<file path="config.mk">
export PLATFORM = sky130hd
export DESIGN_NAME = snoop_top
export DESIGN_NICKNAME = d
export VERILOG_FILES = /design/src/common/snoop_reg_pkg.sv /design/src/common/trace_pkg.sv /design/src/hw/snoop_regs.sv /design/src/hw/snoop_top.sv /design/src/snooper/capture_counter.sv /design/src/snooper/snoop_ctrl_fsm.sv /design/src/snooper/trace_capture.sv /design/src/snooper/trace_fifo.sv
export SDC_FILE = /design/constraint.sdc
export NUM_CORES = 2
export LEC_CHECK = 0
export ABC_AREA = 1
export ABC_CLOCK_PERIOD_IN_PS = 9300
export BUFFER_PORTS_ARGS = -buffer_cell sky130_fd_sc_hd__clkbuf_2
export CAP_MARGIN = 30
export CORE_UTILIZATION = 45
export CTS_CLUSTER_SIZE = 28
export DETAILED_ROUTE_END_ITERATION = 10
export SLEW_MARGIN = 20
export SYNTH_ARGS = -nofsm -noshare
export SYNTH_HDL_FRONTEND = slang
export SYNTH_SLANG_ARGS = --single-unit
</file>
<file path="constraint.sdc">
create_clock -name clk_i -period 9.3 [get_ports clk_i]
set_input_delay 0 -clock clk_i [delete_from_list [all_inputs] [get_ports clk_i]]
set_output_delay 0 -clock clk_i [all_outputs]
set_load 0.02 [all_outputs]
</file>
<file path="src/common/snoop_reg_pkg.sv">
`default_nettype none

package snoop_reg_pkg;

  // APB bus widths
  typedef logic [7:0]  apb_addr_t;
  typedef logic [31:0] apb_data_t;

  // Fill level and watermark share the width of the STATUS level field
  typedef logic [7:0]  level_t;
  typedef logic [15:0] trig_cnt_t;

  // One enable bit per privilege level
  typedef logic [3:0]  priv_mask_t;

  // ----------------------------------------------------------------------
  // Register map
  // ----------------------------------------------------------------------
  localparam apb_addr_t REG_CTRL       = 8'h00;
  localparam apb_addr_t REG_STATUS     = 8'h04;
  localparam apb_addr_t REG_WATERMARK  = 8'h08;
  localparam apb_addr_t REG_TRIG_COUNT = 8'h0C;
  localparam apb_addr_t REG_SRC_LO     = 8'h10;
  localparam apb_addr_t REG_SRC_HI     = 8'h14;
  localparam apb_addr_t REG_DST_LO     = 8'h18;
  localparam apb_addr_t REG_DST_HI     = 8'h1C;
  localparam apb_addr_t REG_INFO       = 8'h20;
  localparam apb_addr_t REG_POP        = 8'h24;
  localparam apb_addr_t REG_CLEAR      = 8'h28;

  // CTRL fields
  localparam int unsigned CTRL_EN_BIT        = 0;
  localparam int unsigned CTRL_PRIV_MASK_LSB = 1;
  localparam int unsigned CTRL_CORE_SEL_LSB  = 5;

  // STATUS fields
  localparam int unsigned STAT_LEVEL_LSB = 0;
  localparam int unsigned STAT_OVF_BIT   = 8;
  localparam int unsigned STAT_TRIG_BIT  = 9;
  localparam int unsigned STAT_WM_BIT    = 10;

endpackage

`default_nettype wire

</file>
<file path="src/common/trace_pkg.sv">
`default_nettype none

package trace_pkg;

  typedef logic [63:0] pc_t;
  typedef logic [1:0]  priv_t;
  typedef logic [3:0]  kind_t;
  typedef logic [2:0]  core_id_t;

  // Stored PC half without bit 63 and bit 0
  typedef logic [31:0] trace_half_t;

  // Record layout from the top down
  // src_hi, src_lo, dst_hi, dst_lo, kind, priv, core
  localparam int unsigned REC_W = 137;
  typedef logic [REC_W-1:0] trace_rec_t;

  localparam int unsigned CORE_LSB   = 0;
  localparam int unsigned PRIV_LSB   = 3;
  localparam int unsigned KIND_LSB   = 5;
  localparam int unsigned DST_LO_LSB = 9;
  localparam int unsigned DST_HI_LSB = 41;
  localparam int unsigned SRC_LO_LSB = 73;
  localparam int unsigned SRC_HI_LSB = 105;

  typedef enum logic [1:0] {
    ST_IDLE      = 2'd0,
    ST_ARMED     = 2'd1,
    ST_TRIGGERED = 2'd2
  } snoop_state_e;

endpackage

`default_nettype wire

</file>
<file path="src/hw/snoop_regs.sv">
`default_nettype none

module snoop_regs
  import snoop_reg_pkg::*;
  import trace_pkg::*;
#(
  parameter int unsigned LEVEL_W = 5
) (
  input  logic               clk_i,
  input  logic               arst_n_i,
  // APB slave
  input  logic               psel_i,
  input  logic               penable_i,
  input  logic               pwrite_i,
  input  apb_addr_t          paddr_i,
  input  apb_data_t          pwdata_i,
  output apb_data_t          prdata_o,
  output logic               pready_o,
  output logic               pslverr_o,
  // FIFO and FSM status
  input  logic [LEVEL_W-1:0] fifo_level_i,
  input  logic               ovf_i,
  input  trace_rec_t         head_rec_i,
  input  logic               fifo_empty_i,
  input  snoop_state_e       state_i,
  // Configuration and strobes
  output logic               enable_o,
  output priv_mask_t         priv_mask_o,
  output core_id_t           core_sel_o,
  output level_t             watermark_o,
  output trig_cnt_t          trig_count_o,
  output logic               pop_o,
  output logic               clear_o,
  output logic               wm_irq_o
);

  logic       access;
  logic       wr_en;
  logic       addr_hit;
  apb_data_t  rd_data;
  apb_data_t  status_w;
  level_t     level_ext;
  trace_rec_t head_vis;
  logic       enable_q;
  priv_mask_t priv_mask_q;
  core_id_t   core_sel_q;
  level_t     watermark_q;
  trig_cnt_t  trig_count_q;
  logic       wm_irq_q;

  // Zero wait states so every access completes in one cycle
  assign access   = psel_i & penable_i;
  assign wr_en    = access & pwrite_i;
  assign pready_o = 1'b1;

  assign level_ext = level_t'(fifo_level_i);
  // Trace words read zero when nothing is stored
  assign head_vis  = fifo_empty_i ? '0 : head_rec_i;

  always_comb begin
    status_w = '0;
    status_w[STAT_LEVEL_LSB +: $bits(level_t)] = level_ext;
    status_w[STAT_OVF_BIT]  = ovf_i;
    status_w[STAT_TRIG_BIT] = (state_i == ST_TRIGGERED);
    status_w[STAT_WM_BIT]   = wm_irq_q;
  end

  // ----------------------------------------------------------------------
  // Address decode and read mux
  // ----------------------------------------------------------------------
  always_comb begin
    addr_hit = 1'b1;
    rd_data  = '0;
    case (paddr_i)
      REG_CTRL: begin
        rd_data[CTRL_EN_BIT] = enable_q;
        rd_data[CTRL_PRIV_MASK_LSB +: $bits(priv_mask_t)] = priv_mask_q;
        rd_data[CTRL_CORE_SEL_LSB +: $bits(core_id_t)]    = core_sel_q;
      end
      REG_STATUS:     rd_data = status_w;
      REG_WATERMARK:  rd_data = apb_data_t'(watermark_q);
      REG_TRIG_COUNT: rd_data = apb_data_t'(trig_count_q);
      REG_SRC_LO:     rd_data = head_vis[SRC_LO_LSB +: $bits(trace_half_t)];
      REG_SRC_HI:     rd_data = head_vis[SRC_HI_LSB +: $bits(trace_half_t)];
      REG_DST_LO:     rd_data = head_vis[DST_LO_LSB +: $bits(trace_half_t)];
      REG_DST_HI:     rd_data = head_vis[DST_HI_LSB +: $bits(trace_half_t)];
      // Kind, privilege and core as laid out in the record
      REG_INFO:       rd_data = apb_data_t'(head_vis[KIND_LSB + $bits(kind_t) - 1:CORE_LSB]);
      REG_POP,
      REG_CLEAR:      rd_data = '0;
      default:        addr_hit = 1'b0;
    endcase
  end

  assign prdata_o  = rd_data;
  assign pslverr_o = access & ~addr_hit;

  // Strobes act at the access-phase edge; a pop on an empty FIFO is dropped
  assign pop_o   = wr_en & (paddr_i == REG_POP) & ~fifo_empty_i;
  assign clear_o = wr_en & (paddr_i == REG_CLEAR);

  always_ff @(posedge clk_i or negedge arst_n_i) begin
    if (!arst_n_i) begin
      enable_q     <= 1'b0;
      priv_mask_q  <= '0;
      core_sel_q   <= '0;
      watermark_q  <= '0;
      trig_count_q <= '0;
    end else if (wr_en) begin
      case (paddr_i)
        REG_CTRL: begin
          enable_q    <= pwdata_i[CTRL_EN_BIT];
          priv_mask_q <= pwdata_i[CTRL_PRIV_MASK_LSB +: $bits(priv_mask_t)];
          core_sel_q  <= pwdata_i[CTRL_CORE_SEL_LSB +: $bits(core_id_t)];
        end
        REG_WATERMARK:  watermark_q  <= pwdata_i[$bits(level_t)-1:0];
        REG_TRIG_COUNT: trig_count_q <= pwdata_i[$bits(trig_cnt_t)-1:0];
        default: ;
      endcase
    end
  end

  // Watermark irq is disabled by a zero watermark
  always_ff @(posedge clk_i or negedge arst_n_i) begin
    if (!arst_n_i) begin
      wm_irq_q <= 1'b0;
    end else begin
      wm_irq_q <= (watermark_q != '0) && (level_ext >= watermark_q);
    end
  end

  assign enable_o     = enable_q;
  assign priv_mask_o  = priv_mask_q;
  assign core_sel_o   = core_sel_q;
  assign watermark_o  = watermark_q;
  assign trig_count_o = trig_count_q;
  assign wm_irq_o     = wm_irq_q;

  a_penable_needs_psel: assert property (
    @(posedge clk_i) disable iff (!arst_n_i) penable_i |-> psel_i
  );

endmodule

`default_nettype wire

</file>
<file path="src/hw/snoop_top.sv">
`default_nettype none

module snoop_top
  import snoop_reg_pkg::*;
  import trace_pkg::*;
#(
  parameter int unsigned NUM_CORES  = 2,
  parameter int unsigned FIFO_DEPTH = 16
) (
  input  logic                   clk_i,
  input  logic                   arst_n_i,
  // APB slave
  input  logic                   psel_i,
  input  logic                   penable_i,
  input  logic                   pwrite_i,
  input  apb_addr_t              paddr_i,
  input  apb_data_t              pwdata_i,
  output apb_data_t              prdata_o,
  output logic                   pready_o,
  output logic                   pslverr_o,
  // Per-core branch trace streams
  input  logic [NUM_CORES-1:0]   trace_valid_i,
  input  pc_t [NUM_CORES-1:0]    trace_src_i,
  input  pc_t [NUM_CORES-1:0]    trace_dst_i,
  input  kind_t [NUM_CORES-1:0]  trace_kind_i,
  input  priv_t [NUM_CORES-1:0]  trace_priv_i,
  // Interrupts
  output logic                   wm_irq_o,
  output logic                   trig_irq_o
);

  localparam int unsigned LEVEL_W = $clog2(FIFO_DEPTH) + 1;

  logic               enable;
  priv_mask_t         priv_mask;
  core_id_t           core_sel;
  trig_cnt_t          trig_count;
  logic               pop;
  logic               clear;
  logic               capture_en;
  snoop_state_e       state;
  logic               count_hit;
  logic               rec_valid;
  trace_rec_t         rec;
  trace_rec_t         head_rec;
  logic [LEVEL_W-1:0] fifo_level;
  logic               fifo_empty;
  logic               ovf;
  logic               pushed;

  snoop_regs #(
    .LEVEL_W      ( LEVEL_W    )
  ) i_regs (
    .clk_i        ( clk_i      ),
    .arst_n_i     ( arst_n_i   ),
    .psel_i       ( psel_i     ),
    .penable_i    ( penable_i  ),
    .pwrite_i     ( pwrite_i   ),
    .paddr_i      ( paddr_i    ),
    .pwdata_i     ( pwdata_i   ),
    .prdata_o     ( prdata_o   ),
    .pready_o     ( pready_o   ),
    .pslverr_o    ( pslverr_o  ),
    .fifo_level_i ( fifo_level ),
    .ovf_i        ( ovf        ),
    .head_rec_i   ( head_rec   ),
    .fifo_empty_i ( fifo_empty ),
    .state_i      ( state      ),
    .enable_o     ( enable     ),
    .priv_mask_o  ( priv_mask  ),
    .core_sel_o   ( core_sel   ),
    .watermark_o  (            ),
    .trig_count_o ( trig_count ),
    .pop_o        ( pop        ),
    .clear_o      ( clear      ),
    .wm_irq_o     ( wm_irq_o   )
  );

  snoop_ctrl_fsm i_fsm (
    .clk_i        ( clk_i      ),
    .arst_n_i     ( arst_n_i   ),
    .enable_i     ( enable     ),
    .clear_i      ( clear      ),
    .count_hit_i  ( count_hit  ),
    .capture_en_o ( capture_en ),
    .state_o      ( state      ),
    .trig_irq_o   ( trig_irq_o )
  );

  capture_counter i_counter (
    .clk_i        ( clk_i      ),
    .arst_n_i     ( arst_n_i   ),
    .push_i       ( pushed     ),
    .clear_i      ( clear      ),
    .trig_count_i ( trig_count ),
    .count_hit_o  ( count_hit  )
  );

  trace_capture #(
    .NUM_CORES     ( NUM_CORES     )
  ) i_capture (
    .clk_i         ( clk_i         ),
    .arst_n_i      ( arst_n_i      ),
    .capture_en_i  ( capture_en    ),
    .core_sel_i    ( core_sel      ),
    .priv_mask_i   ( priv_mask     ),
    .trace_valid_i ( trace_valid_i ),
    .trace_src_i   ( trace_src_i   ),
    .trace_dst_i   ( trace_dst_i   ),
    .trace_kind_i  ( trace_kind_i  ),
    .trace_priv_i  ( trace_priv_i  ),
    .rec_valid_o   ( rec_valid     ),
    .rec_o         ( rec           )
  );

  trace_fifo #(
    .FIFO_DEPTH ( FIFO_DEPTH )
  ) i_fifo (
    .clk_i      ( clk_i      ),
    .arst_n_i   ( arst_n_i   ),
    .push_i     ( rec_valid  ),
    .rec_i      ( rec        ),
    .pop_i      ( pop        ),
    .flush_i    ( clear      ),
    .head_o     ( head_rec   ),
    .level_o    ( fifo_level ),
    .empty_o    ( fifo_empty ),
    .ovf_o      ( ovf        ),
    .pushed_o   ( pushed     )
  );

endmodule

`default_nettype wire

</file>
<file path="src/snooper/capture_counter.sv">
`default_nettype none

module capture_counter
  import snoop_reg_pkg::*;
(
  input  logic      clk_i,
  input  logic      arst_n_i,
  input  logic      push_i,
  input  logic      clear_i,
  input  trig_cnt_t trig_count_i,
  output logic      count_hit_o
);

  trig_cnt_t count_q;

  // Records accepted by the FIFO since the last clear
  always_ff @(posedge clk_i or negedge arst_n_i) begin
    if (!arst_n_i) begin
      count_q <= '0;
    end else if (clear_i) begin
      count_q <= '0;
    end else if (push_i && (count_q != '1)) begin
      count_q <= count_q + 1'b1;
    end
  end

  // A zero trigger count never fires
  assign count_hit_o = (trig_count_i != '0) && (count_q == trig_count_i);

endmodule

`default_nettype wire

</file>
<file path="src/snooper/snoop_ctrl_fsm.sv">
`default_nettype none

module snoop_ctrl_fsm
  import trace_pkg::*;
(
  input  logic         clk_i,
  input  logic         arst_n_i,
  input  logic         enable_i,
  input  logic         clear_i,
  input  logic         count_hit_i,
  output logic         capture_en_o,
  output snoop_state_e state_o,
  output logic         trig_irq_o
);

  snoop_state_e state_q;
  snoop_state_e state_d;

  always_comb begin
    state_d = state_q;
    if (clear_i) begin
      // Clear restarts capture when still enabled
      state_d = enable_i ? ST_ARMED : ST_IDLE;
    end else begin
      case (state_q)
        ST_IDLE: begin
          if (enable_i) begin
            state_d = ST_ARMED;
          end
        end
        ST_ARMED: begin
          if (!enable_i) begin
            state_d = ST_IDLE;
          end else if (count_hit_i) begin
            state_d = ST_TRIGGERED;
          end
        end
        // Held until software clears, even with enable dropped
        ST_TRIGGERED: state_d = ST_TRIGGERED;
        default:      state_d = ST_IDLE;
      endcase
    end
  end

  always_ff @(posedge clk_i or negedge arst_n_i) begin
    if (!arst_n_i) begin
      state_q <= ST_IDLE;
    end else begin
      state_q <= state_d;
    end
  end

  assign capture_en_o = (state_q == ST_ARMED);
  assign trig_irq_o   = (state_q == ST_TRIGGERED);
  assign state_o      = state_q;

  a_state_legal: assert property (
    @(posedge clk_i) disable iff (!arst_n_i)
    state_q inside {ST_IDLE, ST_ARMED, ST_TRIGGERED}
  );

endmodule

`default_nettype wire

</file>
<file path="src/snooper/trace_capture.sv">
`default_nettype none

module trace_capture
  import snoop_reg_pkg::*;
  import trace_pkg::*;
#(
  parameter int unsigned NUM_CORES = 2
) (
  input  logic                   clk_i,
  input  logic                   arst_n_i,
  input  logic                   capture_en_i,
  input  core_id_t               core_sel_i,
  input  priv_mask_t             priv_mask_i,
  input  logic [NUM_CORES-1:0]   trace_valid_i,
  input  pc_t [NUM_CORES-1:0]    trace_src_i,
  input  pc_t [NUM_CORES-1:0]    trace_dst_i,
  input  kind_t [NUM_CORES-1:0]  trace_kind_i,
  input  priv_t [NUM_CORES-1:0]  trace_priv_i,
  output logic                   rec_valid_o,
  output trace_rec_t             rec_o
);

  // Upper half keeps bits 62..32 and bit 63 reads as zero
  function automatic trace_half_t pc_hi(pc_t pc);
    return {1'b0, pc[62:32]};
  endfunction

  // Lower half keeps bits 31..1 and bit 0 reads as zero
  function automatic trace_half_t pc_lo(pc_t pc);
    return {pc[31:1], 1'b0};
  endfunction

  logic       sel_valid;
  pc_t        sel_src;
  pc_t        sel_dst;
  kind_t      sel_kind;
  priv_t      sel_priv;
  logic       accept;
  logic       rec_valid_q;
  trace_rec_t rec_q;

  // Out-of-range select matches no core
  always_comb begin
    sel_valid = 1'b0;
    sel_src   = '0;
    sel_dst   = '0;
    sel_kind  = '0;
    sel_priv  = '0;
    for (int i = 0; i < NUM_CORES; i++) begin
      if (core_sel_i == core_id_t'(i)) begin
        sel_valid = trace_valid_i[i];
        sel_src   = trace_src_i[i];
        sel_dst   = trace_dst_i[i];
        sel_kind  = trace_kind_i[i];
        sel_priv  = trace_priv_i[i];
      end
    end
  end

  assign accept = capture_en_i & sel_valid & priv_mask_i[sel_priv];

  always_ff @(posedge clk_i or negedge arst_n_i) begin
    if (!arst_n_i) begin
      rec_valid_q <= 1'b0;
    end else begin
      rec_valid_q <= accept;
    end
  end

  always_ff @(posedge clk_i) begin
    if (accept) begin
      rec_q <= {pc_hi(sel_src), pc_lo(sel_src), pc_hi(sel_dst), pc_lo(sel_dst),
                sel_kind, sel_priv, core_sel_i};
    end
  end

  assign rec_valid_o = rec_valid_q;
  assign rec_o       = rec_q;

endmodule

`default_nettype wire

</file>
<file path="src/snooper/trace_fifo.sv">
`default_nettype none

module trace_fifo
  import trace_pkg::*;
#(
  parameter  int unsigned FIFO_DEPTH = 16,
  localparam int unsigned ADDR_W     = $clog2(FIFO_DEPTH),
  localparam int unsigned LEVEL_W    = ADDR_W + 1
) (
  input  logic               clk_i,
  input  logic               arst_n_i,
  input  logic               push_i,
  input  trace_rec_t         rec_i,
  input  logic               pop_i,
  input  logic               flush_i,
  output trace_rec_t         head_o,
  output logic [LEVEL_W-1:0] level_o,
  output logic               empty_o,
  output logic               ovf_o,
  output logic               pushed_o
);

  trace_rec_t         mem_q [FIFO_DEPTH];
  logic [ADDR_W-1:0]  wr_ptr_q;
  logic [ADDR_W-1:0]  rd_ptr_q;
  logic [LEVEL_W-1:0] level_q;
  logic               ovf_q;
  logic               full;
  logic               do_push;
  logic               do_pop;

  assign full    = (level_q == LEVEL_W'(FIFO_DEPTH));
  assign empty_o = (level_q == '0);
  // Flush wins over a push or pop in the same cycle
  assign do_push = push_i & ~full & ~flush_i;
  assign do_pop  = pop_i & ~empty_o & ~flush_i;

  always_ff @(posedge clk_i) begin
    if (do_push) begin
      mem_q[wr_ptr_q] <= rec_i;
    end
  end

  // ----------------------------------------------------------------------
  // Pointers, fill level and sticky overflow
  // ----------------------------------------------------------------------
  always_ff @(posedge clk_i or negedge arst_n_i) begin
    if (!arst_n_i) begin
      wr_ptr_q <= '0;
      rd_ptr_q <= '0;
      level_q  <= '0;
      ovf_q    <= 1'b0;
    end else if (flush_i) begin
      wr_ptr_q <= '0;
      rd_ptr_q <= '0;
      level_q  <= '0;
      ovf_q    <= 1'b0;
    end else begin
      if (do_push) begin
        wr_ptr_q <= wr_ptr_q + 1'b1;
      end
      if (do_pop) begin
        rd_ptr_q <= rd_ptr_q + 1'b1;
      end
      level_q <= level_q + LEVEL_W'(do_push) - LEVEL_W'(do_pop);
      // Record lost on a full FIFO
      if (push_i && full) begin
        ovf_q <= 1'b1;
      end
    end
  end

  assign head_o   = mem_q[rd_ptr_q];
  assign level_o  = level_q;
  assign ovf_o    = ovf_q;
  assign pushed_o = do_push;

  a_level_bound: assert property (
    @(posedge clk_i) disable iff (!arst_n_i) level_q <= LEVEL_W'(FIFO_DEPTH)
  );

  a_no_pop_empty: assert property (
    @(posedge clk_i) disable iff (!arst_n_i) pop_i |-> !empty_o
  );

endmodule

`default_nettype wire

</file>
==> key figures <==
Floorplan
  • Num rows: 168
  • Die H: between 400 and 500 µm
  • I/O pins: approximately 350
  • Core Region: between 200,000 and 250,000 µm²
  • Die Area: between 200,000 and 250,000 µm²
  • Die width: 463 µm
  • Starting Density: roughly 46%

Outcome
  • Run status: completed

STA
  • Fin Setup TNS: 0 ns
  • Tcrit/Tclk final: a little under three fifths
  • Final Slew Violations: 0
  • Post-layout min period: about 5.3 ns
  • Final Skew: about 0.036 ns
  • RSZ-0062 raised after global routing: no
  • Setup ws final: ~4 ns
  • Slew @ Worst Pin: between 1 and 1.5 ns
  • Final hold vios: 0
  • Fmax: between 0.15 and 0.2 GHz
  • Setup-failing EPs final: 0
  • Max_slew headroom: 24.8%

Logic synthesis
  • Area of the mapped netlist: roughly 96,000 µm²
  • Largest cells by area after synthesis: edfxtp_1 (71%), nand2_1 (9.2%), nand3_1 (8.9%), o21ai_0 (1.9%), dfrtp_1 (1.7%)
  • Yosys top cell by area: edfxtp_1
  • Synth Register Bits: 2,327
  • Avg Cell Area, Syn: roughly 12 µm²
  • Register area share after synthesis: between 70% and 80%
  • Yosys cell types: 48
  • Ys async rst share: under 10%
  • Mapped Nets: between 8,000 and 9,000
  • Cells after Synth: between 8,000 and 9,000
  • Synth warn: 0
  • Top-area cell type share of the netlist area: between 70% and 80%
  • Ys flop type: edfxtp_1
  • EDFF count, synth: around 2,300

Clock network
  • CTS buffer count: about 230
  • Clock sink count: roughly 2,300
  • Clock slew at reported path FFs: ~0.060 ns
  • CTS tree: done
  • H-tree levels: 4
  • Post-CTS setup buffers: 0
  • CTS root buf: clkbuf_16
  • CTS resizes: 0
  • Clock Tree Buf Depth: 3
  • Clock latency on the worst-skew pair: approximately 0.86 ns
  • CTS Hold Bufs: 360

Drt
  • Drt wl/cell: between 20 and 25 µm
  • Routed Antenna Nets: 0
  • DR iter-0 viols: 6,651
  • DR vias/cell: roughly 5.5
  • DRT Wirelength: approximately 270,000 µm
  • TritonRoute pass-1 iters: 6
  • DR vias: around 65,000
  • DRC violations left: 0

Critical path
  • Worst Path Required: a little over 9 ns
  • Critical Path Source Type: flip-flop
  • Worst-path maximum fanout: between 80 and 90
  • Crit Path Class: flip-flop to output port
  • Crit. End Element: output port
  • Crit path arrival time: approximately 5.3 ns

Placed design
  • RD Place Congestion: 0.833
  • Cell count after placement: 10,900
  • PortBufs: 325
  • Dpl ws: about 4.8 ns
  • Detailed placer's ending HPWL: 128,000 µm

Finish
  • Final non-filler cell total: 11,700
  • Final core utilization: 52.5%
  • Share of post-route cells with drive strength above 1: under 10%
  • Fin nets: 9,058
  • Area Growth Syn to Fin: 15.4%

GRT
  • Vias in the first global route: approximately 62,000
  • First-pass GRT wire length: between 400,000 and 500,000 µm
  • Grt ovf: 0
  • Pin count of the biggest net entering global routing: 220
  • GRT Total Usage: between 20 and 25%
  • Initial antenna violation count: 1

Pwr
  • PwrDens: between 150 and 200 nW/µm²
  • Worst IR Drop VDD: approximately 200 µV
  • Leak: about 41 nW

Hold path
  • Worst min path class: input pin to flip-flop

Job
  • Max-cap violations: 0
## synth_stat cells, types with 2 or more instances
master    number
a21boi_0       2
a21oi_1       50
buf_1         22
buf_2        300
buf_4         66
buf_6         10
clkbuf_1     115
clkinv_1       2
dfrtp_1       66
edfxtp_1    2261
ha_1          17
inv_1        328
inv_2          2
inv_4          3
nand2_1     2344
nand2_2        2
nand2_4        3
nand3_1     1698
nand3b_1       2
nand4_1       11
nor2_1       374
nor2_2         5
nor2_4         2
nor3_1        15
nor4_1         4
o211ai_1      38
o21ai_0      370
o21ai_1       44
o22ai_1       22
o31ai_1        5
or2_2          2
xnor2_1        8
xor2_1        11
## where the power goes
| part | switching [W] | total [W] | internal (W) |
|---|---|---|---|
| sequential | 0.0000192 | 0.0114 | 0.0114 |
| clock | 0.00393 | 0.00892 | 0.00500 |
| combinational | 0.000328 | 0.000592 | 0.000264 |
| total | 0.00428 | 0.0209 | 0.0166 |
## area by class of cell
class	instances	area, µm²
inverters	335	1310
fillers	17800	99900
multi-input cells	5044	22500
well taps	2805	3510
clock inverters	140	1190
diodes	6	15.0
flip-flops and latches	2327	69600
clock buffers	280	5980
repair buffers	789	6460
## cell families (layout without fill, tap and decap cells)
kind of cell	after synthesis	count (layout)	share of synthesized area, %
AO/OA/AOI/OAI	538	538	2.99
XOR/XNOR	19	19	0.174
adder cells (fa/ha/maj)	18	18	0.243
buffers and inverters	848	1544	4.06
flip-flops	2327	2327	72.6
other	1	7	0.00392
AND/OR/NAND/NOR	4468	4468	19.9
## critical path, stage by stage, from the launching register on
cell      delay [ns]
dfrtp_4         0.67
buf_4           0.62
buf_4           0.83
buf_4           0.83
o21ai_0         0.22
o22ai_1         0.19
nand2_1         0.07
nand3_1         0.11
nand3_1         0.10
nand2_1         0.09
nor2_1          0.06
nor2_1          0.31
clkbuf_2        0.25
## flip-flops by register name (all words and copies together) (netlist names)
register	flops
i_fifo.wr_ptr_q	4
i_regs.core_sel_o	3
i_regs.enable_o	1
i_counter.count_q	16
i_regs.watermark_o	8
i_regs.trig_count_o	16
i_capture.rec_o	133
i_fsm.state_o	2
i_capture.rec_valid_o	1
i_regs.priv_mask_o	4
i_fifo.rd_ptr_q	4
i_fifo.ovf_o	1
i_fifo.level_o	5
i_fifo.mem_q	2128
i_regs.wm_irq_o	1
## cells in the final DEF, fill, tap and decap left out, types with 63 or more instances in the layout
cell / n
buf_4: 67
nand3_1: 1698
clkbuf_16: 230
dlygate4sd3_1: 360
clkbuf_2: 324
inv_1: 328
clkinv_1: 63
edfxtp_1: 2261
nor2_1: 353
nand2_1: 2344
o21ai_0: 370
## worst paths after layout
path	from	end	slack [ns]	depth (start not counted)
max reg2reg	i_regs.core_sel_o[1]	i_capture.rec_o[80]	4.63	8
min	trace_src_i[65]	i_capture.rec_o[74]	0.04	4
min in group asynchronous	arst_n_i	i_regs.trig_count_o[14]	0.45	4
max	i_fifo.rd_ptr_q[0]	prdata_o[29]	4.00	12
max in group asynchronous	arst_n_i	i_fifo.rd_ptr_q[1]	8.19	4
min reg2reg	i_regs.watermark_o[7]	i_regs.watermark_o[7]	0.49	2
## routing by layer
metal	part of all wire, %	track usage [%]	up-vias	routed length [µm]
met1	42	33.7	32400	113000
met2	49	41.8	2426	133000
met5	0	0	-	0
met3	6.2	2.93	447	16700
li1	-	-	29800	-
met4	3.0	7.69	0	8030
## stage by stage
step | hold WS (ns) | total power [W] | cell area (µm²)
6_report | 0.0372 | 0.0209 | 111000
5_1_grt | 0.0424 | 0.0215 | 111000
4_1_cts | 0.00114 | 0.0210 | 110000
3_5_place_dp | 0.258 | 0.0121 | 99600
3_3_place_gp | 0.248 | 0.0121 | 99500
2_1_floorplan | -0.296 | 0.0119 | 95800
Note: power is estimated with default switching activity, not from simulation.
